File: src/verilog/dma_cfg_pkg.sv
// default sizes for the object DMA
// the top level may override both through its own parameters
`default_nettype none

package dma_cfg_pkg;

    // ========================================================================
    // payload
    // ========================================================================

    // width of one object byte as seen on the CPU data bus
    localparam int DEF_DW = 8;

    // ========================================================================
    // transfer length
    // ========================================================================

    // log2 of bytes copied per frame
    // 10 gives the 1024-byte object area of the board
    // the counter carries one extra bit above this as terminal count
    localparam int DEF_LEN_LOG2 = 10;

endpackage

`default_nettype wire

File: src/verilog/dma_types_pkg.sv
// enumerations shared by the DMA controller modules
// encodings are fixed widths, 2 bits for state and 1 bit for phase
`default_nettype none

package dma_types_pkg;

    // arbiter FSM
    // idle waits for vblank, request holds busrq_n low until busak,
    // transfer runs the copy, release waits for the CPU to drop busak
    typedef enum logic [1:0] {
        ST_IDLE = 2'd0,
        ST_REQ  = 2'd1,
        ST_XFER = 2'd2,
        ST_REL  = 2'd3
    } dma_state_t;

    // slot sequencer phase
    // read phase lets the CPU bus settle on the current address,
    // write phase latches the byte and stores it
    typedef enum logic {
        PH_READ  = 1'b0,
        PH_WRITE = 1'b1
    } slot_phase_t;

endpackage

`default_nettype wire

File: src/verilog/dma_xfer_if.sv
// control and status between arbiter, slot sequencer and address counter
// no clock inside, all members are driven by clocked logic of the modules
`timescale 1ns/10ps
`default_nettype none

interface dma_xfer_if
    import dma_cfg_pkg::*;
#(
    parameter int LEN_LOG2 = DEF_LEN_LOG2
);
    // one-cycle pulse, zeroes the address counter
    logic                clear;
    // level, copy may proceed
    logic                run;
    // one-cycle pulse, byte written so advance the address
    logic                step;
    // current address into the CPU object area and the object RAM
    logic [LEN_LOG2-1:0] addr;
    // terminal count reached
    logic                done;

    // arbiter side
    modport ctrl (output clear, output run, input done);

    // sequencer side
    modport seq (input run, input done, output step);

    // counter side
    modport cnt (input clear, input step, output addr, output done);

endinterface

`default_nettype wire

File: src/verilog/dma_bus_arbiter.sv
// vblank-started bus request, grant and release for the object DMA
// busak is taken as synchronous to clk with no metastability stages
`timescale 1ns/10ps
`default_nettype none

module dma_bus_arbiter
    import dma_types_pkg::*;
(
    input  logic     clk,
    input  logic     rst_n,
    input  logic     vb_n,
    input  logic     busak,
    output logic     busrq_n,
    output logic     dma_cs,
    dma_xfer_if.ctrl xfer
);

    dma_state_t state;
    logic       vb_n_q;
    logic       busak_q;
    logic       clear_q;
    logic       vb_fall;

    // falling edge of vertical blank
    assign vb_fall = vb_n_q & ~vb_n;

    // ========================================================================
    // state machine
    // ========================================================================

    always_ff @(posedge clk) begin
        if (!rst_n) begin
            state   <= ST_IDLE;
            vb_n_q  <= 1'b1;
            busak_q <= 1'b0;
            busrq_n <= 1'b1;
            clear_q <= 1'b0;
        end else begin
            vb_n_q  <= vb_n;
            busak_q <= busak;
            // clear is a single-cycle pulse
            clear_q <= 1'b0;
            case (state)
                ST_IDLE: begin
                    // only a fresh vblank starts a request
                    if (vb_fall) begin
                        busrq_n <= 1'b0;
                        state   <= ST_REQ;
                    end
                end
                ST_REQ: begin
                    // grant seen so zero the counter and own the bus
                    if (busak) begin
                        clear_q <= 1'b1;
                        state   <= ST_XFER;
                    end
                end
                ST_XFER: begin
                    // done still shows the last frame while clear is high
                    if (!clear_q && xfer.done) begin
                        busrq_n <= 1'b1;
                        state   <= ST_REL;
                    end
                end
                ST_REL: begin
                    // vblank edges are ignored until the CPU lets go
                    if (!busak) begin
                        state <= ST_IDLE;
                    end
                end
                default: state <= ST_IDLE;
            endcase
        end
    end

    // chip select follows the registered acknowledge while the bus is ours
    assign dma_cs = busak_q & ((state == ST_XFER) | (state == ST_REL));

    // copy holds off during the clear cycle and if the grant is lost
    assign xfer.run   = (state == ST_XFER) & ~clear_q & busak_q;
    assign xfer.clear = clear_q;

    // once the bus is free chip select only returns after a new request
    a_cs_needs_request : assert property (@(posedge clk) disable iff (!rst_n)
        (busrq_n && !dma_cs) |=> !dma_cs);

endmodule

`default_nettype wire

File: src/flat_wrapper.sv
// flat-port wrapper written by rule: the top's interface ports become plain ports
module dma_bus_arbiter_flat import dma_types_pkg::*;
  (clk, rst_n, vb_n, busak, busrq_n, dma_cs, xfer_clear, xfer_run, xfer_done);
  dma_xfer_if xfer_i ();
  input  logic clk;
  input  logic rst_n;
  input  logic vb_n;
  input  logic busak;
  output logic busrq_n;
  output logic dma_cs;
  output wire logic [$bits(xfer_i.clear)-1:0] xfer_clear;
  output wire logic [$bits(xfer_i.run)-1:0] xfer_run;
  input wire logic [$bits(xfer_i.done)-1:0] xfer_done;
  assign xfer_clear = xfer_i.clear;
  assign xfer_run = xfer_i.run;
  assign xfer_i.done = xfer_done;
  dma_bus_arbiter u_core (.clk(clk), .rst_n(rst_n), .vb_n(vb_n), .busak(busak), .busrq_n(busrq_n), .dma_cs(dma_cs), .xfer(xfer_i));
endmodule
File: config.mk
export PLATFORM = sky130hd
export DESIGN_NAME = dma_bus_arbiter_flat
export DESIGN_NICKNAME = d
export VERILOG_FILES = /design/src/verilog/dma_cfg_pkg.sv /design/src/verilog/dma_types_pkg.sv /design/src/verilog/dma_xfer_if.sv /design/src/verilog/dma_bus_arbiter.sv /design/src/flat_wrapper.sv
export SDC_FILE = /design/constraint.sdc
export NUM_CORES = 1
export LEC_CHECK = 0
export BUFFER_PORTS_ARGS = -buffer_cell sky130_fd_sc_hd__buf_2
export CAP_MARGIN = 10
export CORE_AREA = 10 10 47 49
export DETAILED_ROUTE_END_ITERATION = 7
export DIE_AREA = 0 0 57 59
export MAX_ROUTING_LAYER = met4
export SYNTH_ARGS = -nofsm -noshare
export SYNTH_HDL_FRONTEND = slang
export SYNTH_SLANG_ARGS = --single-unit
File: constraint.sdc
create_clock -name clk -period 3.84 [get_ports clk]
set_input_delay 0.576 -clock clk [delete_from_list [all_inputs] [get_ports clk]]
set_output_delay 0.576 -clock clk [all_outputs]
set_load 0.03 [all_outputs]
* Word-level counts from Yosys, hierarchy flattened *
Index checks and enable logic that the tools add are counted.

word-level totals
  output and inout port bits = 4
  register bits after elaboration = 6

operators by class
  equal/unequal tests = 7
  bitwise logic cells = 7
  reductions and logical operators = 7
  mux-type cells = 9

operators by type and width
  operator                                              number
  2-to-1 mux 2 bit                                      4
  case mux 2 bit (4 select lines)                       1
  bitwise AND 1 bit                                     4
  equality test 2 bit (second input constant)           2
  != test 2 x 1 -> 1 bit (second input constant)        2
  != test 2 bit (second input constant)                 2
  AND reduction 4 bit                                   1
  2-to-1 mux 1 bit                                      3
  AND reduction 3 bit                                   1
  equality test 2 x 1 -> 1 bit (second input constant)  1
  zero test 2 bit                                       1
  NOT 1 bit                                             2
  case mux 1 bit (2 select lines)                       1
  AND reduction 2 bit                                   1
  nonzero test 2 bit                                    1
  logical AND 1 bit                                     1
  zero test 1 bit                                       1
  OR 1 bit                                              1

* Depth between registers and ports, before layout *
  depth after elaboration = 4
  depth in mapped cells = 6
  depth with buffers taken out = 6

* Worst setup path before layout *
OpenSTA, ideal clock, no wires.

  path type = register to output
  start point = reg u_core.state[0]
  end point = out xfer_run
  cell stages (with the launch flop) = 5
  data required time = 3,264 ps
  data arrival time = 1,130 ps
  path slack = 2,134 ps
  path through = dfxtp_1 inv_1 ha_1 nand2_1 nor2_1

between the ends
  word-level cells in the longest chain between the ends = 3

RTL lines
  element                         RTL line               source
  from (decl)                     dma_bus_arbiter.sv:18  dma_state_t state;
  from (signal assigned)          dma_bus_arbiter.sv:33  state <= ST_IDLE;
  from (signal assigned)          dma_bus_arbiter.sv:48  state <= ST_REQ;
  from (signal assigned)          dma_bus_arbiter.sv:55  state <= ST_XFER;
  equality test 2 bit             dma_bus_arbiter.sv:80  assign xfer.run = (state == ST_XFER) & ~clear_q & busak_q;
  bitwise AND 1 bit (2 in a row)  dma_bus_arbiter.sv:80
  to (decl)                       flat_wrapper.sv:12     output wire logic [$bits(xfer_i.run)-1:0] xfer_run;

Every way passes these cells.

* Worst setup path after layout *
  start point = reg u_core.state[0]
  end point = out dma_cs

between the ends
  word-level cells in the longest chain between the ends = 3
  elaborated cells between the ends (all ways) = 4
  classes of those cells = eq/ne: 2; bitwise: 2

RTL lines
  element              RTL line               source
  equality test 2 bit  dma_bus_arbiter.sv:77  assign dma_cs = busak_q & ((state == ST_XFER) | (state == ST_REL));
  OR 1 bit *           dma_bus_arbiter.sv:77
  bitwise AND 1 bit *  dma_bus_arbiter.sv:77
  to (decl)            flat_wrapper.sv:10     output logic dma_cs;

Mark *: on every way between the ends. The rest lies on a longest branch, timed or not.

==> results.toml <==
[logic_synthesis]
synthCells = 35
synth-xor-area-share_pct = 0
ys_ff_latch = 6
synth_top_area_cell = "dfxtp_1"
synth.area.mux_share_pct = 4.24
synth_top_family_by_area = "adder cells"
syn-cell-area_um2 = 354
yosysWarningCount = 0
yosys.area_share.simple_pct = 20.5
netlist.area_leader.share_pct = 33.9
avgSynthCellArea_um2 = 10.1
synth_fp_nets = 46
synth_cell_types = 16
synth_fa_ha_area_share_pct = 21.2
synth_area_leaders = "dfxtp_1 34%, ha_1 21%, a221oi_4 7.4%"
synth_compound_area_share_pct = 18.0
ys_seq_area_share_pct = 33.9

[timing]
hold_violations = 0
maxSlewViolCount = 0
fmax_mhz = 526
rsz0062_at_grt = "no"
worst_pin_slew_ns = 0.268
finalWorstSetupSlack_ns = 1.94
max_slew_margin_pct = 82.1
min_period_ns = 1.90
final-setup-viol-count = 0
fin_hold_ws_ns = 0.518
timing.final.crit_share_pct = 49.5
tns_ns = 0
fin_worst_skew_ns = 0.00507

[routing]
routed_wl_um = 651
via_per_inst = 4.13
vias = 256
ant_nets = 0
drc_errors = 0
first_iter_violations = 0
drt_pass1_iterations = 1
avgRoutedWirePerCell_um = 10.5

[finish]
final_cell_mix = "8 x buf_2, 6 x ha_1, 6 x dfxtp_1"
diodes = 0
syn_to_final_growth_pct = 23.3
layout-drive-gt1-share_pct = 34.8
final_common_cell = "buf_2"
nets = 59
fin_util_pct = 31.2

[global_route]
grt_antenna_before_repair = 0
grt_pass1_vias = 280
grtUsageTotal_pct = 4.45
grt_pass1_wl_um = 1120
grt-ovfl-total = 0
grt_max_degree = 8

[place]
hpwl_um = 564
gp_congestion = 0.799
io_buffers = 8
dp_slack_ns = 2.20

[critical_path]
worstPathArrival_ns = 1.33
end_kind = "primary output"
max_stage_delay_ns = 0.37
r2r_end = "u_core.state[0]$_SDFFE_PN0P_"
r2r_start = "u_core.state[1]$_SDFFE_PN0P_"
critical_path_class = "reg -> out"
r2r_setup_slack_ns = 2.34
required_ns = 3.26
cp_max_fo = 4
crit_slowest_cell = "dfxtp_1"
r2r_cells = 6
cp_cell_sequence = "inv_1 -> ha_1 -> o21a_1 -> buf_2"
start_kind = "flop"

[hold_path]
hold_class = "reg -> reg"
min_from = "u_core.busrq_n$_SDFFE_PN1P_"
hold_depth = 2
hold_end = "u_core.busrq_n$_SDFFE_PN1P_"

[floorplan]
initial_core_util_pct = 25.3
die_x_um = 57
io_pins = 9
std_cell_rows = 14
dieArea_um2 = 3360
die_y_um = 59
core_area_um2 = 1400

[power_and_ir_drop]
p_leak_nw = 0.209
ir_drop_v = 0.000248
p_per_area_nw_per_um2 = 680

[clocking]
postCtsSetupRepairBufs = 0
cts_inserted_buffers = 3
cts.reportedPaths.clkPinSlew_ns = 0.05
hold_buffers = 0
cts_resized = 0
tritoncts = "built"
clkSinkCount = 6
root_buffer = "clkbuf_4"
worstSkewPairLatency_ns = 0.24
htree_num_levels = 1
cts_buffer_depth = 2

[run_status]
outcome = "finished clean"

[run]
maxCapViolCount = 0
[area by class of cell]
cell class | instances | area, µm²
Clock buffer | 3 | 22.5
Fill cell | 161 | 965
Tap cell | 16 | 20.0
Sequential cell | 6 | 120
Inverter | 2 | 7.51
Multi-Input combinational cell | 27 | 226
Timing Repair Buffer | 8 | 40.0
[cells in the mapped netlist]
cell and instances:
a21oi_1 3, a221oi_4 1, and2_2 1, and3_2 1, dfxtp_1 6, ha_1 6, inv_1 2, mux2_4 1
nand2_1 2, nand2b_1 2, nand2b_4 1, nand3_1 1, nand3b_1 1, nor2_1 3, o21a_1 1, o21ai_1 3
[worst max-delay path by stage]
| stage | start | to | depth (start not counted) |
|---|---|---|---|
| 6_report | u_core.state[0]$_SDFFE_PN0P_ | dma_cs | 4 |
| 5_1_grt | u_core.state[0]$_SDFFE_PN0P_ | xfer_run | 5 |
| 4_1_cts | u_core.state[0]$_SDFFE_PN0P_ | dma_cs | 4 |
| 3_5_place_dp | u_core.state[0]$_SDFFE_PN0P_ | dma_cs | 4 |
| 3_3_place_gp | u_core.state[0]$_SDFFE_PN0P_ | dma_cs | 4 |
| 2_1_floorplan | u_core.state[0]$_SDFFE_PN0P_ | xfer_run | 4 |
[cell families (layout without fill, tap and decap cells)]
family	Yosys count	after routing
AO/OA/AOI/OAI	8	8
adder cells (fa/ha/maj)	6	6
buffers and inverters	2	13
flip-flops	6	6
multiplexers	1	1
AND/OR/NAND/NOR	12	12
[per-layer routing]
layer  GRT usage, %  up-vias  part of all wire [%]
li1               -      142                     -
met3           2.15        2                   5.4
met2           6.05        5                    46
met4           4.03        0                   1.1
met5              -        -                     0
met1           4.65      107                    47
[through the flow]
step	total power, mW	cell area, µm²	cells
global route	0.323	437	62
floorplan	0.211	354	35
CTS	0.302	437	62
detailed placement	0.243	414	59
global placement	0.241	414	59
finish	0.297	437	62
[flip-flops by register name, summed over array words and instances (netlist names)]
signal             count
u_core.vb_n_q          1
u_core.state           2
u_core.busrq_n         1
u_core.busak_q         1
u_core.xfer.clear      1
[worst max-delay path: cells and delay by family, from the launching register on]
family | cells | cell delay (ns)
compound gates | 1 | 0.18
fa+ha+maj | 1 | 0.26
buf+inv | 2 | 0.28
flops | 1 | 0.37
[where the power goes]
group,leakage (nW),switching [mW],internal (mW)
Clock,0.0138,0.0232,0.0354
Sequential,0.0497,0.0160,0.0796
Combinational,0.145,0.0811,0.0617
Power figures use the tool's default switching activity.
