==> src/verilog/dma_cfg_pkg.sv <==
// default sizes for the object DMA
// the top level may override both through its own parameters
`default_nettype none

package dma_cfg_pkg;

    // ========================================================================
    // payload
    // ========================================================================

    // width of one object byte as seen on the CPU data bus
    localparam int DEF_DW = 8;

    // ========================================================================
    // transfer length
    // ========================================================================

    // log2 of bytes copied per frame
    // 10 gives the 1024-byte object area of the board
    // the counter carries one extra bit above this as terminal count
    localparam int DEF_LEN_LOG2 = 10;

endpackage

`default_nettype wire

==> src/verilog/dma_xfer_if.sv <==
// control and status between arbiter, slot sequencer and address counter
// no clock inside, all members are driven by clocked logic of the modules
`timescale 1ns/10ps
`default_nettype none

interface dma_xfer_if
    import dma_cfg_pkg::*;
#(
    parameter int LEN_LOG2 = DEF_LEN_LOG2
);
    // one-cycle pulse, zeroes the address counter
    logic                clear;
    // level, copy may proceed
    logic                run;
    // one-cycle pulse, byte written so advance the address
    logic                step;
    // current address into the CPU object area and the object RAM
    logic [LEN_LOG2-1:0] addr;
    // terminal count reached
    logic                done;

    // arbiter side
    modport ctrl (output clear, output run, input done);

    // sequencer side
    modport seq (input run, input done, output step);

    // counter side
    modport cnt (input clear, input step, output addr, output done);

endinterface

`default_nettype wire

==> src/verilog/dma_addr_counter.sv <==
// transfer address counter, one bit wider than the address
// the extra top bit is the terminal-count flag, held until the next clear
`timescale 1ns/10ps
`default_nettype none

module dma_addr_counter
    import dma_cfg_pkg::*;
#(
    parameter int LEN_LOG2 = DEF_LEN_LOG2
)(
    input  logic    clk,
    input  logic    rst_n,
    dma_xfer_if.cnt xfer
);

    // low bits address the object area, top bit marks the end
    logic [LEN_LOG2:0] cnt;

    always_ff @(posedge clk) begin
        if (!rst_n) begin
            cnt <= '0;
        end else if (xfer.clear) begin
            // clear wins over step
            cnt <= '0;
        end else if (xfer.step) begin
            cnt <= cnt + 1'b1;
        end
    end

    assign xfer.addr = cnt[LEN_LOG2-1:0];
    assign xfer.done = cnt[LEN_LOG2];

    // the sequencer must stop at terminal count, else the address wraps
    a_no_step_after_done : assert property (@(posedge clk) disable iff (!rst_n)
        xfer.step |-> !xfer.done);

endmodule

`default_nettype wire

==> src/flat_wrapper.sv <==
// flat-port wrapper written by rule: the top's interface ports become plain ports
module dma_addr_counter_flat import dma_cfg_pkg::*;
#(
    parameter int LEN_LOG2 = DEF_LEN_LOG2
)
  (clk, rst_n, xfer_clear, xfer_step, xfer_addr, xfer_done);
  dma_xfer_if #(.LEN_LOG2(LEN_LOG2)) xfer_i ();
  input  logic clk;
  input  logic rst_n;
  input wire logic [$bits(xfer_i.clear)-1:0] xfer_clear;
  input wire logic [$bits(xfer_i.step)-1:0] xfer_step;
  output wire logic [$bits(xfer_i.addr)-1:0] xfer_addr;
  output wire logic [$bits(xfer_i.done)-1:0] xfer_done;
  assign xfer_i.clear = xfer_clear;
  assign xfer_i.step = xfer_step;
  assign xfer_addr = xfer_i.addr;
  assign xfer_done = xfer_i.done;
  dma_addr_counter #(.LEN_LOG2(LEN_LOG2)) u_core (.clk(clk), .rst_n(rst_n), .xfer(xfer_i));
endmodule
==> config.mk <==
export PLATFORM = sky130hd
export DESIGN_NAME = dma_addr_counter_flat
export DESIGN_NICKNAME = d
export VERILOG_FILES = /design/src/verilog/dma_cfg_pkg.sv /design/src/verilog/dma_xfer_if.sv /design/src/verilog/dma_addr_counter.sv /design/src/flat_wrapper.sv
export SDC_FILE = /design/constraint.sdc
export NUM_CORES = 1
export LEC_CHECK = 0
export ABC_AREA = 1
export ABC_CLOCK_PERIOD_IN_PS = 1600
export BUFFER_PORTS_ARGS = -buffer_cell sky130_fd_sc_hd__clkbuf_2
export CORE_AREA = 8 8 45 47
export CTS_BUF_LIST = sky130_fd_sc_hd__clkbuf_4 sky130_fd_sc_hd__clkbuf_8
export DETAILED_ROUTE_END_ITERATION = 16
export DIE_AREA = 0 0 53 55
export HOLD_SLACK_MARGIN = 0.05
export PLACE_DENSITY_LB_ADDON = 0.25
export SYNTH_ARGS = -nofsm -noshare
export SYNTH_HDL_FRONTEND = slang
export SYNTH_SLANG_ARGS = --single-unit
==> constraint.sdc <==
create_clock -name clk -period 1.6 [get_ports clk]
set_clock_uncertainty 0.15 [all_clocks]
set_input_delay 0.4 -clock clk [delete_from_list [all_inputs] [get_ports clk]]
set_output_delay 0.4 -clock clk [all_outputs]
set_load 0.02 [all_outputs]
# Yosys cells after proc, flatten, opt, wreduce, memory -nomap -nowiden
# Index checks and enable logic that the tools add are counted.
# totals
reg_bits,11
in_bits,4
out_inout_bits,11
# classes
addsub,1
bitwise,1
n_reduce_logical,1
# op_table
op,n
$add 11x1->11 const B,1
$reduce_or 2->1,1
$not 1->1,1

# Depth between registers and ports, before layout
# Gate-level depths: netlist of run 1.
# logic_depth
word_depth,2
mapped_depth,6

# Least setup slack after synthesis of run 1
# No wires, ideal clock.
# synth_timing
path_kind,register to register
start,register u_core.cnt[0]
end,register u_core.cnt[8]
arrival_ps,1133
required_time_ps,1335
setup_slack_ps,202
path_stages_with_launch,7
path_buffers,0
synth_period_minus_slack_ps,1398
path_cell_list,dfxtp_1 > ha_1 > nand2_1 > nor2_4 > nand3_1 > nand2_1 > nor2_1
# synth_between
elab_chain_cells,1
# synth_rtl
element,line,text
from (decl),dma_addr_counter.sv:17,logic [LEN_LOG2:0] cnt;
from (signal assigned),dma_addr_counter.sv:26,cnt <= cnt + 1'b1;
$add 11x1->11,dma_addr_counter.sv:26,
# No other way between the ends.
# A chain may end at the register's enable or synchronous reset.

# Worst setup path after layout of run 1
# layout_timing
start,register u_core.cnt[5]
end,output port xfer_addr[5]
# layout_rtl
element,line,text
to (decl),flat_wrapper.sv:12,output wire logic [$bits(xfer_i.addr)-1:0] xfer_addr;
# No word-level cell between the ends.

==> results of run 1 <==
==> where the power goes <==
| part | internal, mW | switching (mW) | total [mW] |
|---|---|---|---|
| registers | 0.276 | 0.00275 | 0.279 |
| clock network | 0.113 | 0.0915 | 0.205 |
| logic | 0.0112 | 0.0178 | 0.0290 |
| total | 0.400 | 0.112 | 0.512 |
==> path summary, 6_finish.rpt <==
path         slack [ns]              to  depth (start not counted)
min reg2reg        0.36  u_core.cnt[10]                          2
min                0.28   u_core.cnt[2]                          4
max reg2reg        0.25   u_core.cnt[6]                          6
max                0.16    xfer_addr[5]                          1
==> cells in the mapped netlist <==
library cell	number	area share
nor2_2	1	0.012
nand3_1	10	0.095
inv_1	7	0.050
ha_1	1	0.024
a21oi_1	9	0.085
buf_4	1	0.014
dfxtp_1	11	0.42
nand3_2	1	0.019
o21ai_0	3	0.028
nand2_1	13	0.092
buf_2	1	0.0094
nor2_1	16	0.11
nor2_4	2	0.043
==> cells by family (layout without fill, tap and decap cells) <==
| family | Yosys count | count (layout) | synth area share |
|---|---|---|---|
| AND/OR/NAND/NOR | 43 | 43 | 0.3735 |
| buffers and inverters | 9 | 26 | 0.07329 |
| AO/OA/AOI/OAI | 12 | 12 | 0.1135 |
| adder cells (fa/ha/maj) | 1 | 1 | 0.02364 |
| flip-flops | 11 | 11 | 0.4161 |
==> routing by layer <==
| layer | track usage | wire (µm) | vias up | part of all wire |
|---|---|---|---|---|
| li1 | - | - | 277 | - |
| met1 | 0.1024 | 551 | 212 | 0.51 |
| met2 | 0.1289 | 458 | 10 | 0.42 |
| met3 | 0.02406 | 71 | 2 | 0.065 |
| met4 | 0.05172 | 8 | 0 | 0.0073 |
| met5 | 0 | 0 | - | 0 |
==> stage by stage <==
step | setup WS (ns) | area (µm²) | instances
2_1_floorplan | 0.2022 | 529.3 | 76
3_3_place_gp | 0.2447 | 614.3 | 105
3_5_place_dp | 0.2689 | 614.3 | 105
4_1_cts | 0.1536 | 644.4 | 109
5_1_grt | 0.1097 | 644.4 | 109
6_report | 0.1639 | 644.4 | 109
==> tightest hold or removal path, cell delays in order <==
cell	delay, ns
clkbuf_2	0.08
nor2_1	0.07
nand2_1	0.07
nor2_1	0.03
==> cell type report <==
class                      instances  area share
clock buffer                       4     0.04660
tap                               16     0.03107
inverter                           7     0.04078
multi-input combinational         56      0.4194
sequential                        11      0.3417
timing repair buffer              15      0.1204
==> results.sh, run 1 <==
export IMPL_finalHoldViolCount=0
export IMPL_min_from="xfer_clear"
export IMPL_globalplace_congestion=0.7117
export IMPL_worstPathRequired_ns=1.05
export IMPL_cp_start_kind="flop"
export IMPL_cts_sinks=11
export IMPL_worst_hold_slack_ns=0.2823
export IMPL_rsz0062_at_grt="false"
export IMPL_p_leak_nw=0.2841
export IMPL_crit_slowest_cell="dfxtp_1"
export IMPL_cts_tree="built"
export IMPL_multiInputGateArea_um2=270.3
export IMPL_grt_usage=0.08434
export IMPL_coreArea_um2=1384
export IMPL_grt_pass1_wl_um=1842
export IMPL_vias=501
export IMPL_drive_gt1_frac=0.2473
export IMPL_io_pins=15
export IMPL_yosys_warnings=0
export IMPL_wl_per_cell_um=9.991
export IMPL_largestRegisters="u_core.cnt x11"
export IMPL_hp_class="in2reg"
export IMPL_wl_um=1089
export IMPL_die_width_um=53
export IMPL_final_cell_mix="16 x nor2_1, 14 x clkbuf_2, 13 x nand2_1"
export IMPL_row_count=14
export IMPL_status="finished, final reports clean"
export IMPL_crit_type="reg2out"
export IMPL_synth_nets=81
export IMPL_ys_ff_latch=11
export IMPL_finalPower_mw=0.5123
export IMPL_worst_slew_pin_transition_ns=0.2711
export IMPL_cts_clk_slew_worst_paths_ns=0.07
export IMPL_die_area_um2=2915
export IMPL_drc=0
export IMPL_critPathMaxFanout=5
export IMPL_crit_chain="clkbuf_2"
export IMPL_synth_avg_cell_area_um2=6.964
export IMPL_cts_root_buf="clkbuf_4"
export IMPL_syn_instance_count=76
export IMPL_slew_limit_headroom=0.8186
export IMPL_grt_pass1_vias=462
export IMPL_cts_setup_buffers=0
export IMPL_area_growth_pct=21.75
export IMPL_register_area_um2=220.2
export IMPL_fmax_mhz=696.3
export IMPL_cts_made_buffers=3
export IMPL_top_register="u_core.cnt"
export IMPL_grt_overflow=0
export IMPL_via_per_inst=4.596
export IMPL_drv_slew=0
export IMPL_setup_tns_ns=0
export IMPL_dp_hpwl_um=845.3
export IMPL_htree_levels=1
export IMPL_final_nets=99
export IMPL_vdd_drop_max_uv=384.1
export IMPL_crit_buf_inv=1
export IMPL_start_util=0.3825
export IMPL_fill_cells=155
export IMPL_fin_crit_ns=1.436
export IMPL_postCtsHoldBufs=0
export IMPL_r2r_start="u_core.cnt[0]"
export IMPL_final_util=0.4656
export IMPL_largest_reg_flops=11
export IMPL_grt_start_max_net_pins=11
export IMPL_arrival_ns=0.89
export IMPL_yosysSeqAreaShare=0.4161
export IMPL_crit_family="flip-flops"
export IMPL_final_common_cell="nor2_1"
export IMPL_clockBufferDepth=2
export IMPL_setup_viol=0
export IMPL_syn_area_um2=529.3
export IMPL_diodes=0
export IMPL_yosysUniqueCellTypes=13
export IMPL_crit_path_start="u_core.cnt[5]"
export IMPL_port_buffers=14
export IMPL_die_h_um=55
export IMPL_endpoint_kind="primary output"
export IMPL_min_period_over_period=0.8976
export IMPL_clk_latency_ns=0.26
export IMPL_antenna_left=0
export IMPL_dr_pass1_iters=4
export IMPL_slowest_delay_ns=0.42
export IMPL_drv_cap=0
export IMPL_drtIter0Drc=10
export IMPL_antenna_found_initial=0
export IMPL_post_cts_resized=0
export IMPL_p_per_area_nw_per_um2=795.0
Power figures use the tool's default switching activity.
==> run 2, diff against run 1 <==
CTS_BUF_LIST = unset   (was sky130_fd_sc_hd__clkbuf_4 sky130_fd_sc_hd__clkbuf_8)
==> run 2 against run 1 <==
Effect of this change:
- global-route usage fell by 0.055 points
- setup slack better by 0.00073 ns
- register-to-register slack about the same
- sequential power barely moved
- clock power down 9%
- combinational power is essentially flat
- critical path depth unchanged
- critical path type unchanged
- largest power group unchanged
==> results.sh, run 2 (synthesis results as in run 1) <==
export IMPL_drc=0
export IMPL_die_area_um2=2915
export IMPL_via_per_inst=4.569
export IMPL_setup_tns_ns=0
export IMPL_grt_start_max_net_pins=11
export IMPL_vdd_drop_max_uv=400.5
export IMPL_coreArea_um2=1384
export IMPL_row_count=14
export IMPL_postCtsHoldBufs=0
export IMPL_die_width_um=53
export IMPL_crit_family="flip-flops"
export IMPL_status="finished, final reports clean"
export IMPL_cts_sinks=11
export IMPL_hp_class="in2reg"
export IMPL_finalHoldViolCount=0
export IMPL_wl_um=1083
export IMPL_grt_pass1_vias=461
export IMPL_slew_limit_headroom=0.8201
export IMPL_antenna_found_initial=0
export IMPL_crit_chain="clkbuf_2"
export IMPL_setup_viol=0
export IMPL_start_util=0.3825
export IMPL_crit_buf_inv=1
export IMPL_rr_worst_depth=6
export IMPL_dp_hpwl_um=845.3
export IMPL_largestRegisters="u_core.cnt x11"
export IMPL_final_cell_mix="16 x nor2_1, 14 x clkbuf_2, 13 x nand2_1"
export IMPL_holdPathEnd="u_core.cnt[2]"
export IMPL_crit_slowest_cell="dfxtp_1"
export IMPL_min_from="xfer_clear"
export IMPL_clockBufferDepth=2
export IMPL_final_common_cell="nor2_1"
export IMPL_largest_reg_flops=11
export IMPL_io_pins=15
export IMPL_clk_latency_ns=0.26
export IMPL_area_growth_pct=21.04
export IMPL_worstPathRequired_ns=1.05
export IMPL_htree_levels=1
export IMPL_grt_overflow=0
export IMPL_p_leak_nw=0.2807
export IMPL_top_register="u_core.cnt"
export IMPL_cp_start_kind="flop"
export IMPL_p_per_area_nw_per_um2=770.7
export IMPL_drive_gt1_frac=0.2366
export IMPL_grt_pass1_wl_um=1835
export IMPL_holdPathStages=4
export IMPL_fin_crit_ns=1.435
export IMPL_wl_per_cell_um=9.936
export IMPL_drtIter0Drc=12
export IMPL_cts_root_buf="clkbuf_4"
export IMPL_cts_clk_slew_worst_paths_ns=0.07
export IMPL_vias=498
export IMPL_dr_pass1_iters=4
export IMPL_fmax_mhz=696.7
export IMPL_cts_made_buffers=3
export IMPL_r2r_end="u_core.cnt[6]"
export IMPL_post_cts_resized=0
export IMPL_globalplace_congestion=0.7117
export IMPL_endpoint_kind="primary output"
export IMPL_crit_type="reg2out"
export IMPL_antenna_left=0
export IMPL_port_buffers=14
export IMPL_drv_slew=0
export IMPL_worst_slew_pin_transition_ns=0.2689
export IMPL_critPathMaxFanout=5
export IMPL_worst_hold_slack_ns=0.2822
export IMPL_rsz0062_at_grt="false"
export IMPL_arrival_ns=0.89
export IMPL_cts_tree="built"
export IMPL_min_period_over_period=0.8971
export IMPL_cts_setup_buffers=0
export IMPL_final_nets=99
export IMPL_r2r_start="u_core.cnt[0]"
export IMPL_diodes=0
export IMPL_r2r_setup_slack_ns=0.26
export IMPL_grt_usage=0.08379
export IMPL_drv_cap=0
export IMPL_finalPower_mw=0.4937
export IMPL_slowest_delay_ns=0.42
export IMPL_die_h_um=55
-- run 2: cell counts in the layout (fill, tap and decap cells not counted) --
No cell type changed its count.
-- run 2: how the worst max path moves through the flow --
stage,from,end,slack [ns],depth (start not counted)
6_report,u_core.cnt[5],xfer_addr[5],0.16,1
5_1_grt,u_core.cnt[3],xfer_addr[3],0.11,1
4_1_cts,u_core.cnt[5],xfer_addr[5],0.15,1
3_5_place_dp,u_core.cnt[0],u_core.cnt[6],0.27,6
3_3_place_gp,u_core.cnt[0],u_core.cnt[8],0.24,6
2_1_floorplan,u_core.cnt[0],u_core.cnt[8],0.20,6
-- run 2: report_power, final --
part	internal, mW	switching (mW)	leakage, nW
Sequential	0.276	0.00271	0.0888
Clock	0.0963	0.0899	0.0150
Combinational	0.0112	0.0178	0.177
Total	0.383	0.110	0.281
-- run 2: worst min-delay path, stage by stage --
cell and delay [ns]:
clkbuf_2 0.08, nor2_1 0.07, nand2_1 0.07, nor2_1 0.03
-- run 2: routing by layer --
layer	vias to the layer above	part of all wire	GRT usage
met4	0	0.0074	0.05172
met3	2	0.066	0.02406
met1	208	0.51	0.1009
met5	-	0	0
li1	278	-	-
met2	10	0.42	0.1289
-- run 2: cell type report --
class	instances	area [µm²]
fillers	156	743.2
well taps	16	20.02
clock buffers	4	26.28
flip-flops and latches	11	220.2
multi-input cells	56	270.3
repair buffers	15	77.57
inverters	7	26.28
-- run 2: metrics by stage --
stage                 util  area, µm²  setup slack (ns)  cells
floorplan                -      529.3            0.2022     76
global placement    0.4439      614.3            0.2447    105
detailed placement  0.4439      614.3            0.2689    105
CTS                 0.4629      640.6            0.1536    109
global route        0.4629      640.6            0.1097    109
finish              0.4629      640.6            0.1646    109
