<file path="config.mk">
export PLATFORM = sky130hd
export DESIGN_NAME = dma_slot_seq_flat
export DESIGN_NICKNAME = d
export VERILOG_FILES = /design/src/verilog/dma_cfg_pkg.sv /design/src/verilog/dma_types_pkg.sv /design/src/verilog/dma_xfer_if.sv /design/src/verilog/dma_slot_seq.sv /design/src/flat_wrapper.sv
export SDC_FILE = /design/constraint.sdc
export NUM_CORES = 1
export LEC_CHECK = 0
export ABC_AREA = 1
export BUFFER_PORTS_ARGS = -buffer_cell sky130_fd_sc_hd__buf_2
export CAP_MARGIN = 30
export CORE_MARGIN = 4
export CORE_UTILIZATION = 25
export DETAILED_ROUTE_END_ITERATION = 12
export PLACE_DENSITY = 0.53
export SLEW_MARGIN = 20
export SYNTH_ARGS = -nofsm -noshare
export SYNTH_HDL_FRONTEND = slang
export SYNTH_SLANG_ARGS = --single-unit
</file>
<file path="constraint.sdc">
create_clock -name clk -period 1.2 [get_ports clk]
set_input_delay 0.24 -clock clk [delete_from_list [all_inputs] [get_ports clk]]
set_output_delay 0.24 -clock clk [all_outputs]
set_load 0.02 [all_outputs]
</file>
<file path="src/verilog/dma_cfg_pkg.sv">
// default sizes for the object DMA
// the top level may override both through its own parameters
`default_nettype none

package dma_cfg_pkg;

    // ========================================================================
    // payload
    // ========================================================================

    // width of one object byte as seen on the CPU data bus
    localparam int DEF_DW = 8;

    // ========================================================================
    // transfer length
    // ========================================================================

    // log2 of bytes copied per frame
    // 10 gives the 1024-byte object area of the board
    // the counter carries one extra bit above this as terminal count
    localparam int DEF_LEN_LOG2 = 10;

endpackage

`default_nettype wire

</file>
<file path="src/verilog/dma_types_pkg.sv">
// enumerations shared by the DMA controller modules
// encodings are fixed widths, 2 bits for state and 1 bit for phase
`default_nettype none

package dma_types_pkg;

    // arbiter FSM
    // idle waits for vblank, request holds busrq_n low until busak,
    // transfer runs the copy, release waits for the CPU to drop busak
    typedef enum logic [1:0] {
        ST_IDLE = 2'd0,
        ST_REQ  = 2'd1,
        ST_XFER = 2'd2,
        ST_REL  = 2'd3
    } dma_state_t;

    // slot sequencer phase
    // read phase lets the CPU bus settle on the current address,
    // write phase latches the byte and stores it
    typedef enum logic {
        PH_READ  = 1'b0,
        PH_WRITE = 1'b1
    } slot_phase_t;

endpackage

`default_nettype wire

</file>
<file path="src/verilog/dma_xfer_if.sv">
// control and status between arbiter, slot sequencer and address counter
// no clock inside, all members are driven by clocked logic of the modules
`timescale 1ns/10ps
`default_nettype none

interface dma_xfer_if
    import dma_cfg_pkg::*;
#(
    parameter int LEN_LOG2 = DEF_LEN_LOG2
);
    // one-cycle pulse, zeroes the address counter
    logic                clear;
    // level, copy may proceed
    logic                run;
    // one-cycle pulse, byte written so advance the address
    logic                step;
    // current address into the CPU object area and the object RAM
    logic [LEN_LOG2-1:0] addr;
    // terminal count reached
    logic                done;

    // arbiter side
    modport ctrl (output clear, output run, input done);

    // sequencer side
    modport seq (input run, input done, output step);

    // counter side
    modport cnt (input clear, input step, output addr, output done);

endinterface

`default_nettype wire

</file>
<file path="src/verilog/dma_slot_seq.sv">
// two-tick read/write slot per byte paced by cen and blocked by hblank
// din must be steady on the write tick while the CPU side decodes dm
`timescale 1ns/10ps
`default_nettype none

module dma_slot_seq
    import dma_cfg_pkg::*;
    import dma_types_pkg::*;
#(
    parameter int DW = DEF_DW
)(
    input  logic          clk,
    input  logic          rst_n,
    input  logic          cen,
    input  logic          hbd_n,
    input  logic [DW-1:0] din,
    output logic          we,
    output logic [DW-1:0] wdata,
    dma_xfer_if.seq       xfer
);

    slot_phase_t phase;
    logic        step_q;
    logic        tick;

    // ========================================================================
    // slot qualification
    // ========================================================================

    // pixel tick outside hblank while the copy is live
    // a pending step blocks the tick so dm has moved before the next read
    assign tick = cen & hbd_n & xfer.run & ~xfer.done & ~step_q;

    // ========================================================================
    // phase and strobes
    // ========================================================================

    always_ff @(posedge clk) begin
        if (!rst_n) begin
            phase  <= PH_READ;
            we     <= 1'b0;
            step_q <= 1'b0;
        end else begin
            we     <= 1'b0;
            step_q <= 1'b0;
            if (!xfer.run) begin
                // every frame starts on a read slot
                phase <= PH_READ;
            end else if (tick) begin
                if (phase == PH_READ) begin
                    phase <= PH_WRITE;
                end else begin
                    phase  <= PH_READ;
                    we     <= 1'b1;
                    step_q <= 1'b1;
                end
            end
        end
    end

    // byte capture on the write tick
    always_ff @(posedge clk) begin
        if (tick && phase == PH_WRITE) begin
            wdata <= din;
        end
    end

    // RAM write and address advance are the same event
    assign xfer.step = step_q;

    // the CPU byte must be driven when the write tick captures it
    a_din_known : assert property (@(posedge clk) disable iff (!rst_n)
        (tick && phase == PH_WRITE) |-> !$isunknown(din));

endmodule

`default_nettype wire

</file>
<file path="src/flat_wrapper.sv">
// flat-port wrapper written by rule: the top's interface ports become plain ports
module dma_slot_seq_flat import dma_cfg_pkg::*; import dma_types_pkg::*;
#(
    parameter int DW = DEF_DW
)
  (clk, rst_n, cen, hbd_n, din, we, wdata, xfer_run, xfer_done, xfer_step);
  dma_xfer_if xfer_i ();
  input  logic clk;
  input  logic rst_n;
  input  logic cen;
  input  logic hbd_n;
  input  logic [DW-1:0] din;
  output logic we;
  output logic [DW-1:0] wdata;
  input wire logic [$bits(xfer_i.run)-1:0] xfer_run;
  input wire logic [$bits(xfer_i.done)-1:0] xfer_done;
  output wire logic [$bits(xfer_i.step)-1:0] xfer_step;
  assign xfer_i.run = xfer_run;
  assign xfer_i.done = xfer_done;
  assign xfer_step = xfer_i.step;
  dma_slot_seq #(.DW(DW)) u_core (.clk(clk), .rst_n(rst_n), .cen(cen), .hbd_n(hbd_n), .din(din), .we(we), .wdata(wdata), .xfer(xfer_i));
endmodule
</file>
# == After elaboration in Yosys (flattened, before gate mapping) ==
# Cells that the tools add are included.
# classes
n_reduce_logical,3
mux,2
n_bitwise,6
# op_table
operator,count
$and 1x1->1,4
$reduce_and 3->1,1
$mux 1,2
$not 1->1,2
$reduce_and 2->1,1
$logic_and 1x1->1,1
# totals
output_inout_bits,10
wordCells,14
reg_bits,10
in_bits,14

# == Longest topological paths before layout ==
# Gate-level depths: netlist of run 1.
# depth
depth_word,5
ltp_mapped,5
ltp_nobuf,5

# == Worst setup path before layout of run 1 ==
# OpenSTA, ideal clock, no wires.
# synth_timing
path_type,register -> register
start,register u_core.we (netlist name)
end,register u_core.wdata[0] (enable)
required_ns,0.876
setup_ns,0.324
setup_slack_ns,0.049
path_buffers,0
synth_period_minus_slack_ns,1.151
stages_incl_launch_ff,4
arrival_ns,0.827
path_cell_list,dfxtp_1 -> nor2_1 -> nand3_2 -> inv_1
# synth_rtl
element,line_no,source
end signal: assignment,dma_slot_seq.sv:64,wdata <= din;
end: declaration,dma_slot_seq.sv:18,"output logic [DW-1:0] wdata,"

# == Worst setup path after layout of run 1 ==
# layout_timing
start,register u_core.we
end,output we
# layout_rtl
element,line_no,source
start: declaration,dma_slot_seq.sv:17,"output logic we,"
start signal: assignment,dma_slot_seq.sv:41,we <= 1'b0;
start signal: assignment,dma_slot_seq.sv:44,we <= 1'b0;
start signal: assignment,dma_slot_seq.sv:54,we <= 1'b1;
end: declaration,flat_wrapper.sv:13,output logic we;
# No word-level cell between the ends.

==> impl_metrics.toml, run 1 <==
[synthesis]
ys_seq_area_share_pct = 81.2
synthCells = 23
synth_area_sq_um = 345
synth-seq-cells = 10
yosys.area_share.simple_pct = 12.0
synth_compound_area_share_pct = 1.45
synth_top_family_by_area = "simple AND/OR/NAND/NOR gates"
yosys.area_share.adder_pct = 0
synth_warnings = 0
postSynthAreaPerCell_sq_um = 15.0
synth_cell_types = 9
synth_xor_area_share_pct = 0
muxShareOfSynthArea_pct = 0
syn-num-nets = 37

[global_routing]
grt_pass1_vias = 251
grt_pass1_wl_um = 1040
antenna_found_initial = 0
grt_use_total_pct = 8.08
globalRoute.totalOverflow = 0
grt_max_degree = 9

[placement]
placed_cell_area_sq_um = 487
gp_congestion = 0.605
portBuffers = 23
dp_slack_ns = 0.0266
dp_cells = 62
hpwlAfterDp_um = 589

[finish]
nets = 66
final_util_pct = 39.7
drive_gt1_share_pct = 62.7
layout_common_cells = "buf_2, edfxtp_1, nand2_1, clkbuf_4"
antenna_cells = 0
final_cells = 66
postLayoutCellArea_sq_um = 517
layout.cells.most_common = "buf_2"
area.growth.synth_to_final_pct = 49.6

[cts]
htreeDepth = 1
root_buffer = "clkbuf_4"
cts_tree = "built"
cts_buffers = 3
path_clk_slew_ns = 0.06
insertion_delay_ns = 0.26
cts_setup_buffers = 0
clk_path_buf_depth = 2
cts.sinks = 10

[drt]
first_pass_iters = 2
drtIter0Drc = 3
wl_per_cell_um = 10.5
wl_um = 693
ant_nets = 0
drc = 0
route.vias.total = 264
via_per_inst = 4.00

[pwr]
totalPowerFinal_mw = 0.625
peakVddDrop_uv = 549
power.density_mw_per_mm2 = 1210
p_leak_nw = 0.233

[sta]
fmax_mhz = 920
fin_skew_ns = 0.00856
min_period_over_period_pct = 90.5
setup_ws_ns = 0.113
hold_violations = 0
rsz0062_at_grt = "no"
slew_viol_final = 0
tightestPinTransition_ns = 0.163
slew_headroom_pct = 89.1
post-route-min-period_ns = 1.09
finalSetupTns_ns = 0
holdWs_ns = 0.157
setup_violations = 0

[critical_path]
crit_chain = "buf_4, buf_2"
cp-end-kind = "primary output"
critPathTopFamily = "flip-flops"
path_buf_inv = 2
critPathArrivalTime_ns = 0.85
required_ns = 0.96
start_kind = "flop"
crit_path_top_delay_cell = "dfxtp_1"
slowest_delay_ns = 0.34
setup.worst_path.class = "flop to primary output"
path_max_fanout = 2

[run]
drv_cap = 0

[worst_hold_path]
min_path_type = "primary input to flop"

[die]
fp.dieArea_sq_mm = 0.00204
dieWidth_um = 45.2
num_rows = 13
start_util_pct = 26.5
pin_count = 24
die_h_um = 45.2
core_sq_mm = 0.00130

[run_status]
outcome = "finished clean"
## layout make-up
cell class | instances | area (sq um)
fill | 145 | 785
sequential | 10 | 280
timing repair buffer | 25 | 130
multi-input combinational | 9 | 46.3
clock buffer | 3 | 22.5
tap | 15 | 18.8
inverter | 3 | 15.0
clock inverter | 1 | 3.75
## sequential cells by signal, summed over array words and instances, names as in the netlist
register and count:
u_core.wdata 8, u_core.phase 1, u_core.we 1
## cells by family after synthesis
kind of cell,count (synthesis)
buffers and inverters,4
AO/OA/AOI/OAI,1
AND/OR/NAND/NOR,8
flip-flops,10
## metal layers
metal | up-vias | routed length (um) | global-route usage [%]
li1 | 133 | - | -
met4 | 0 | 6 | 7.02
met3 | 2 | 82 | 3.98
met1 | 114 | 233 | 7.96
met5 | - | 0 | 0
met2 | 15 | 370 | 12.4
## final timing paths
check / start / endpoint / slack [ns] / cells after the start
hold / removal: din[2] / u_core.wdata[2]$_DFFE_PP_ / 0.16 / 1
setup reg to reg: u_core.we$_SDFF_PN0_ / u_core.wdata[4]$_DFFE_PP_ / 0.16 / 3
hold reg to reg: u_core.phase$_SDFFE_PN0P_ / u_core.phase$_SDFFE_PN0P_ / 0.51 / 2
setup / recovery: u_core.we$_SDFF_PN0_ / we / 0.11 / 2
## synthesized netlist by cell type, drive strengths merged
master	number	area, sq um
a21oi	1	5.00
buf	1	7.51
dfxtp	2	40.0
edfxtp	8	240
inv	3	11.3
nand2	3	11.3
nand3	1	10.0
nor2	4	20.0
## what timing repair did
action | 4_1_cts | 5_1_grt
gates resized for setup | 0 | 1
hold buffers | 0 | 0
endpoints found under the setup margin | 0 | 3
## where the power goes
part           internal, mW  switching [mW]  total (mW)
clock                 0.119           0.100       0.220
sequential            0.374        0.000376       0.375
combinational        0.0180          0.0129      0.0310
total                 0.512           0.114       0.625
Note: power is estimated with default switching activity, not from simulation.
==> run 2: changes to the inputs <==
--- a/config.mk
+++ b/config.mk
@@ -11,7 +11,7 @@
 export CORE_MARGIN = 4
 export CORE_UTILIZATION = 25
 export DETAILED_ROUTE_END_ITERATION = 12
-export PLACE_DENSITY = 0.53
+export PLACE_DENSITY = 0.52
 export SLEW_MARGIN = 20
 export SYNTH_ARGS = -nofsm -noshare
 export SYNTH_HDL_FRONTEND = slang
==> run 2 against run 1 <==
  * Count of clock-buffer cells in the layout stayed put
  * Combinational power hardly changed
  * Critical path depth is 1 higher
  * Non-clock buffer count is 1 lower
  * Sequential cell count stayed put
  * Via count is 3.4% lower
  * Routed wire length is 2.2% lower
  * Total power is 0.78% higher
  * Worst hold slack worse by 0.0049 ns
  * Die area stayed put
  * Core utilization is 0.58 points lower
  * Largest cell class unchanged
  * Highest routed layer is now met3
==> impl_metrics.toml, run 2 (synthesis results as in run 1) <==
[global_routing]
globalRoute.totalOverflow = 0
grt_pass1_vias = 250
grt_use_total_pct = 7.35
antenna_found_initial = 0
grt_pass1_wl_um = 1010
grt_max_degree = 9

[run]
drv_cap = 0

[pwr]
power.density_mw_per_mm2 = 1240
p_leak_nw = 0.228
pwr-share-seq_pct = 59.4
intPower_mw = 0.512
switching_power_mw = 0.118
p_sw_share_pct = 18.8
comb_power_share_pct = 4.9
clkPwrFrac_pct = 35.7
peakVddDrop_uv = 456

[critical_path]
start_kind = "flop"
critPathTopFamily = "flip-flops"
path_max_fanout = 8
slowest_delay_ns = 0.33
crit_chain = "nor2_1, nand3_2, clkinvlp_4"
path_buf_inv = 1
required_ns = 1.16
cp-end-kind = "flop"
crit_path_top_delay_cell = "dfxtp_1"
critPathArrivalTime_ns = 1.04
setup.worst_path.class = "flop to flop"

[drt]
drtIter0Drc = 1
ant_nets = 0
wl_per_cell_um = 10.4
drc = 0
wl_um = 678
via_per_inst = 3.92
route.vias.total = 255
first_pass_iters = 2

[cts]
path_clk_slew_ns = 0.07
insertion_delay_ns = 0.26
clk_path_buf_depth = 2
cts.sinks = 10
cts_tree = "built"
cts_buffers = 3
htreeDepth = 1
root_buffer = "clkbuf_4"

[die]
pin_count = 24
num_rows = 13
core_sq_mm = 0.00130
start_util_pct = 26.5
die_h_um = 45.2
dieWidth_um = 45.2
fp.dieArea_sq_mm = 0.00204

[finish]
area.growth.synth_to_final_pct = 47.5
nFillCells = 135
final_util_pct = 39.1
regArea_sq_um = 280
drive_gt1_share_pct = 62.0
layout.cells.most_common = "buf_2"
nets = 65
largest_reg_flops = 8
layout_common_cells = "buf_2, edfxtp_1, nand2_1, clkbuf_4"
top_register = "u_core.wdata"
reg_top3 = "u_core.wdata: 8 flops, u_core.phase: 1 flops, u_core.we: 1 flops"
multi_input_area_sq_um = 46.3
antenna_cells = 0

[sta]
setup_violations = 0
hold_violations = 0
fmax_mhz = 926
post-route-min-period_ns = 1.08
slew_headroom_pct = 88.9
setup_ws_ns = 0.120
rsz0062_at_grt = "no"
min_period_over_period_pct = 90.0
slew_viol_final = 0
fin_skew_ns = 0.00763
tightestPinTransition_ns = 0.165
finalSetupTns_ns = 0

[placement]
dp_slack_ns = 0.0167
gp_congestion = 0.588
hpwlAfterDp_um = 572
portBuffers = 23

[worst_hold_path]
min_path_type = "primary input to flop"

[run_status]
outcome = "finished clean"
## run 2: cell count changes in the layout (fill, tap and decap cells not counted), sizes merged
cell  previous run  this run
buf             25        24
## run 2: path summary, 6_finish.rpt
path / startpoint / endpoint / slack (ns) / cells after the start
max reg2reg: u_core.we$_SDFF_PN0_ / u_core.wdata[7]$_DFFE_PP_ / 0.12 / 3
min reg2reg: u_core.phase$_SDFFE_PN0P_ / u_core.phase$_SDFFE_PN0P_ / 0.51 / 2
max: u_core.we$_SDFF_PN0_ / u_core.wdata[7]$_DFFE_PP_ / 0.12 / 3
min: din[3] / u_core.wdata[3]$_DFFE_PP_ / 0.15 / 1
## run 2: repair_timing
item	4_1_cts	5_1_grt
hold buffers	0	0
buffers inserted	0	0
gates resized for setup	0	1
setup endpoints to repair	0	8
## run 2: area by class of cell
type / instances / area share [%]
flip-flops and latches: 10 / 55.0
clock buffers: 3 / 4.42
repair buffers: 24 / 24.1
multi-input cells: 9 / 9.09
clock inverters: 1 / 0.737
well taps: 15 / 3.69
inverters: 3 / 2.95
## run 2: power groups by stage
stage	logic, mW	registers, mW	clock network [mW]
after floorplan	0.00834	0.383	0
after global placement	0.0306	0.382	0
after detailed placement	0.0314	0.382	0
after CTS	0.0315	0.374	0.239
after global routing	0.0354	0.374	0.256
final	0.0307	0.375	0.225
## run 2: per-stage QoR
step / cell area, sq um / cells / power [mW] / hold WS (ns)
floorplan: 345 / 23 / 0.391 / 0.339
global placement: 479 / 61 / 0.413 / 0.418
detailed placement: 479 / 61 / 0.414 / 0.418
CTS: 505 / 65 / 0.645 / 0.143
global route: 509 / 65 / 0.666 / 0.143
finish: 509 / 65 / 0.630 / 0.152
## run 2: metal layers
metal	global-route usage, %	share of wire, %	vias up
li1	-	-	129
met1	8.50	38	106
met2	10.2	44	20
met3	3.98	17	0
met4	5.26	0	0
met5	0	0	-
==> run 3: changes to the inputs <==
--- a/config.mk
+++ b/config.mk
@@ -7,11 +7,11 @@
 export LEC_CHECK = 0
 export ABC_AREA = 1
 export BUFFER_PORTS_ARGS = -buffer_cell sky130_fd_sc_hd__buf_2
-export CAP_MARGIN = 30
+export CAP_MARGIN = 20
 export CORE_MARGIN = 4
 export CORE_UTILIZATION = 25
 export DETAILED_ROUTE_END_ITERATION = 12
-export PLACE_DENSITY = 0.52
+export PLACE_DENSITY = 0.51
 export SLEW_MARGIN = 20
 export SYNTH_ARGS = -nofsm -noshare
 export SYNTH_HDL_FRONTEND = slang
==> run 3 against run 2 <==
  * Worst hold slack gained 0.0072 ns
  * Combinational power is essentially flat
  * Final area is the same
  * Core utilization is the same
  * Critical endpoint is now u_core.wdata[1]$_DFFE_PP_
  * Largest cell class unchanged
  * Highest routed layer unchanged
==> impl_metrics.toml, run 3 (synthesis results as in run 1) <==
[finish]
top_register = "u_core.wdata"
final_cells = 65
final_util_pct = 39.1
layout.cells.most_common = "buf_2"
reg_top3 = "u_core.wdata: 8 flops, u_core.phase: 1 flops, u_core.we: 1 flops"
nFillCells = 143
largest_reg_flops = 8
layout_common_cells = "buf_2, edfxtp_1, nand2_1, clkbuf_4"
nets = 65
regArea_sq_um = 280
antenna_cells = 0
area.growth.synth_to_final_pct = 47.5
drive_gt1_share_pct = 62.0
multi_input_area_sq_um = 46.3

[die]
dieWidth_um = 45.2
core_sq_mm = 0.00130
pin_count = 24
die_h_um = 45.2
start_util_pct = 26.5
num_rows = 13
fp.dieArea_sq_mm = 0.00204

[drt]
via_per_inst = 3.86
route.vias.total = 251
ant_nets = 0
wl_per_cell_um = 10.6
drc = 0
drtIter0Drc = 3
first_pass_iters = 3
wl_um = 687

[global_routing]
grt_use_total_pct = 7.08
antenna_found_initial = 0
globalRoute.totalOverflow = 0
grt_pass1_wl_um = 924
grt_pass1_vias = 231
grt_max_degree = 9

[sta]
fmax_mhz = 938
post-route-min-period_ns = 1.07
slew_viol_final = 0
finalSetupTns_ns = 0
min_period_over_period_pct = 88.8
rsz0062_at_grt = "no"
slew_headroom_pct = 88.7
fin_skew_ns = 0.00485
hold_violations = 0
tightestPinTransition_ns = 0.169
setup_violations = 0
holdWs_ns = 0.160

[cts]
htreeDepth = 1
clk_path_buf_depth = 2
path_clk_slew_ns = 0.06
root_buffer = "clkbuf_4"
cts_buffers = 3
cts_tree = "built"
insertion_delay_ns = 0.25
cts.sinks = 10

[placement]
portBuffers = 23
hpwlAfterDp_um = 574
dp_cells = 61
gp_congestion = 0.598

[critical_path]
start_kind = "flop"
setup.worst_path.class = "flop to flop"
path_max_fanout = 8
critPathArrivalTime_ns = 1.02
cp-end-kind = "flop"
required_ns = 1.16

[pwr]
p_leak_nw = 0.228
peakVddDrop_uv = 507
power.density_mw_per_mm2 = 1230

[run_status]
outcome = "finished clean"

[worst_hold_path]
min_path_type = "primary input to flop"

[run]
drv_cap = 0
==> run 3: cell counts in the layout (fill, tap and decap cells not counted) <==
Identical to the previous run, type by type.
==> run 3: critical path, cell delays in order, from the launching register on <==
cell	delay [ns]
dfxtp_1	0.33
nor2_1	0.15
nand3_2	0.12
clkinvlp_4	0.17
==> run 3: worst paths after layout <==
| path | endpoint | startpoint | slack (ns) | cells past startpoint |
|---|---|---|---|---|
| min reg2reg | u_core.phase$_SDFFE_PN0P_ | u_core.phase$_SDFFE_PN0P_ | 0.51 | 2 |
| min | u_core.wdata[6]$_DFFE_PP_ | din[6] | 0.16 | 1 |
| max reg2reg | u_core.wdata[1]$_DFFE_PP_ | u_core.we$_SDFF_PN0_ | 0.13 | 3 |
| max | u_core.wdata[1]$_DFFE_PP_ | u_core.we$_SDFF_PN0_ | 0.13 | 3 |
==> run 3: final cells by class <==
type | instances | area share, %
Sequential cell | 10 | 55.0
Timing Repair Buffer | 24 | 24.1
Multi-Input combinational cell | 9 | 9.09
Clock buffer | 3 | 4.42
Tap cell | 15 | 3.69
Inverter | 3 | 2.95
Clock inverter | 1 | 0.737
==> run 3: report_power, final <==
| part | internal, mW | total, mW | switching (mW) |
|---|---|---|---|
| combinational | 0.0180 | 0.0310 | 0.0129 |
| sequential | 0.374 | 0.375 | 0.000358 |
| clock | 0.119 | 0.221 | 0.101 |
| total | 0.512 | 0.626 | 0.115 |
==> run 3: per-stage QoR <==
step | power [mW] | instance area [sq um] | worst slack, ns
final | 0.626 | 509 | 0.134
after global placement | 0.413 | 479 | 0.0436
after floorplan | 0.391 | 345 | 0.0490
after global routing | 0.655 | 509 | 0.0504
after CTS | 0.642 | 505 | 0.0448
after detailed placement | 0.414 | 479 | 0.0258
==> run 3: metal layers <==
layer	track usage [%]	vias to the layer above	wire (um)
met4	5.26	0	0
met5	0	-	0
met2	10.7	16	327
li1	-	130	-
met3	3.98	0	103
met1	7.18	105	256
==> run 3: repair_timing <==
item / in CTS / in global routing
gates resized for setup: 0 / 1
hold buffers: 0 / 0
buffers inserted: 0 / 0
endpoints found under the setup margin: 0 / 8
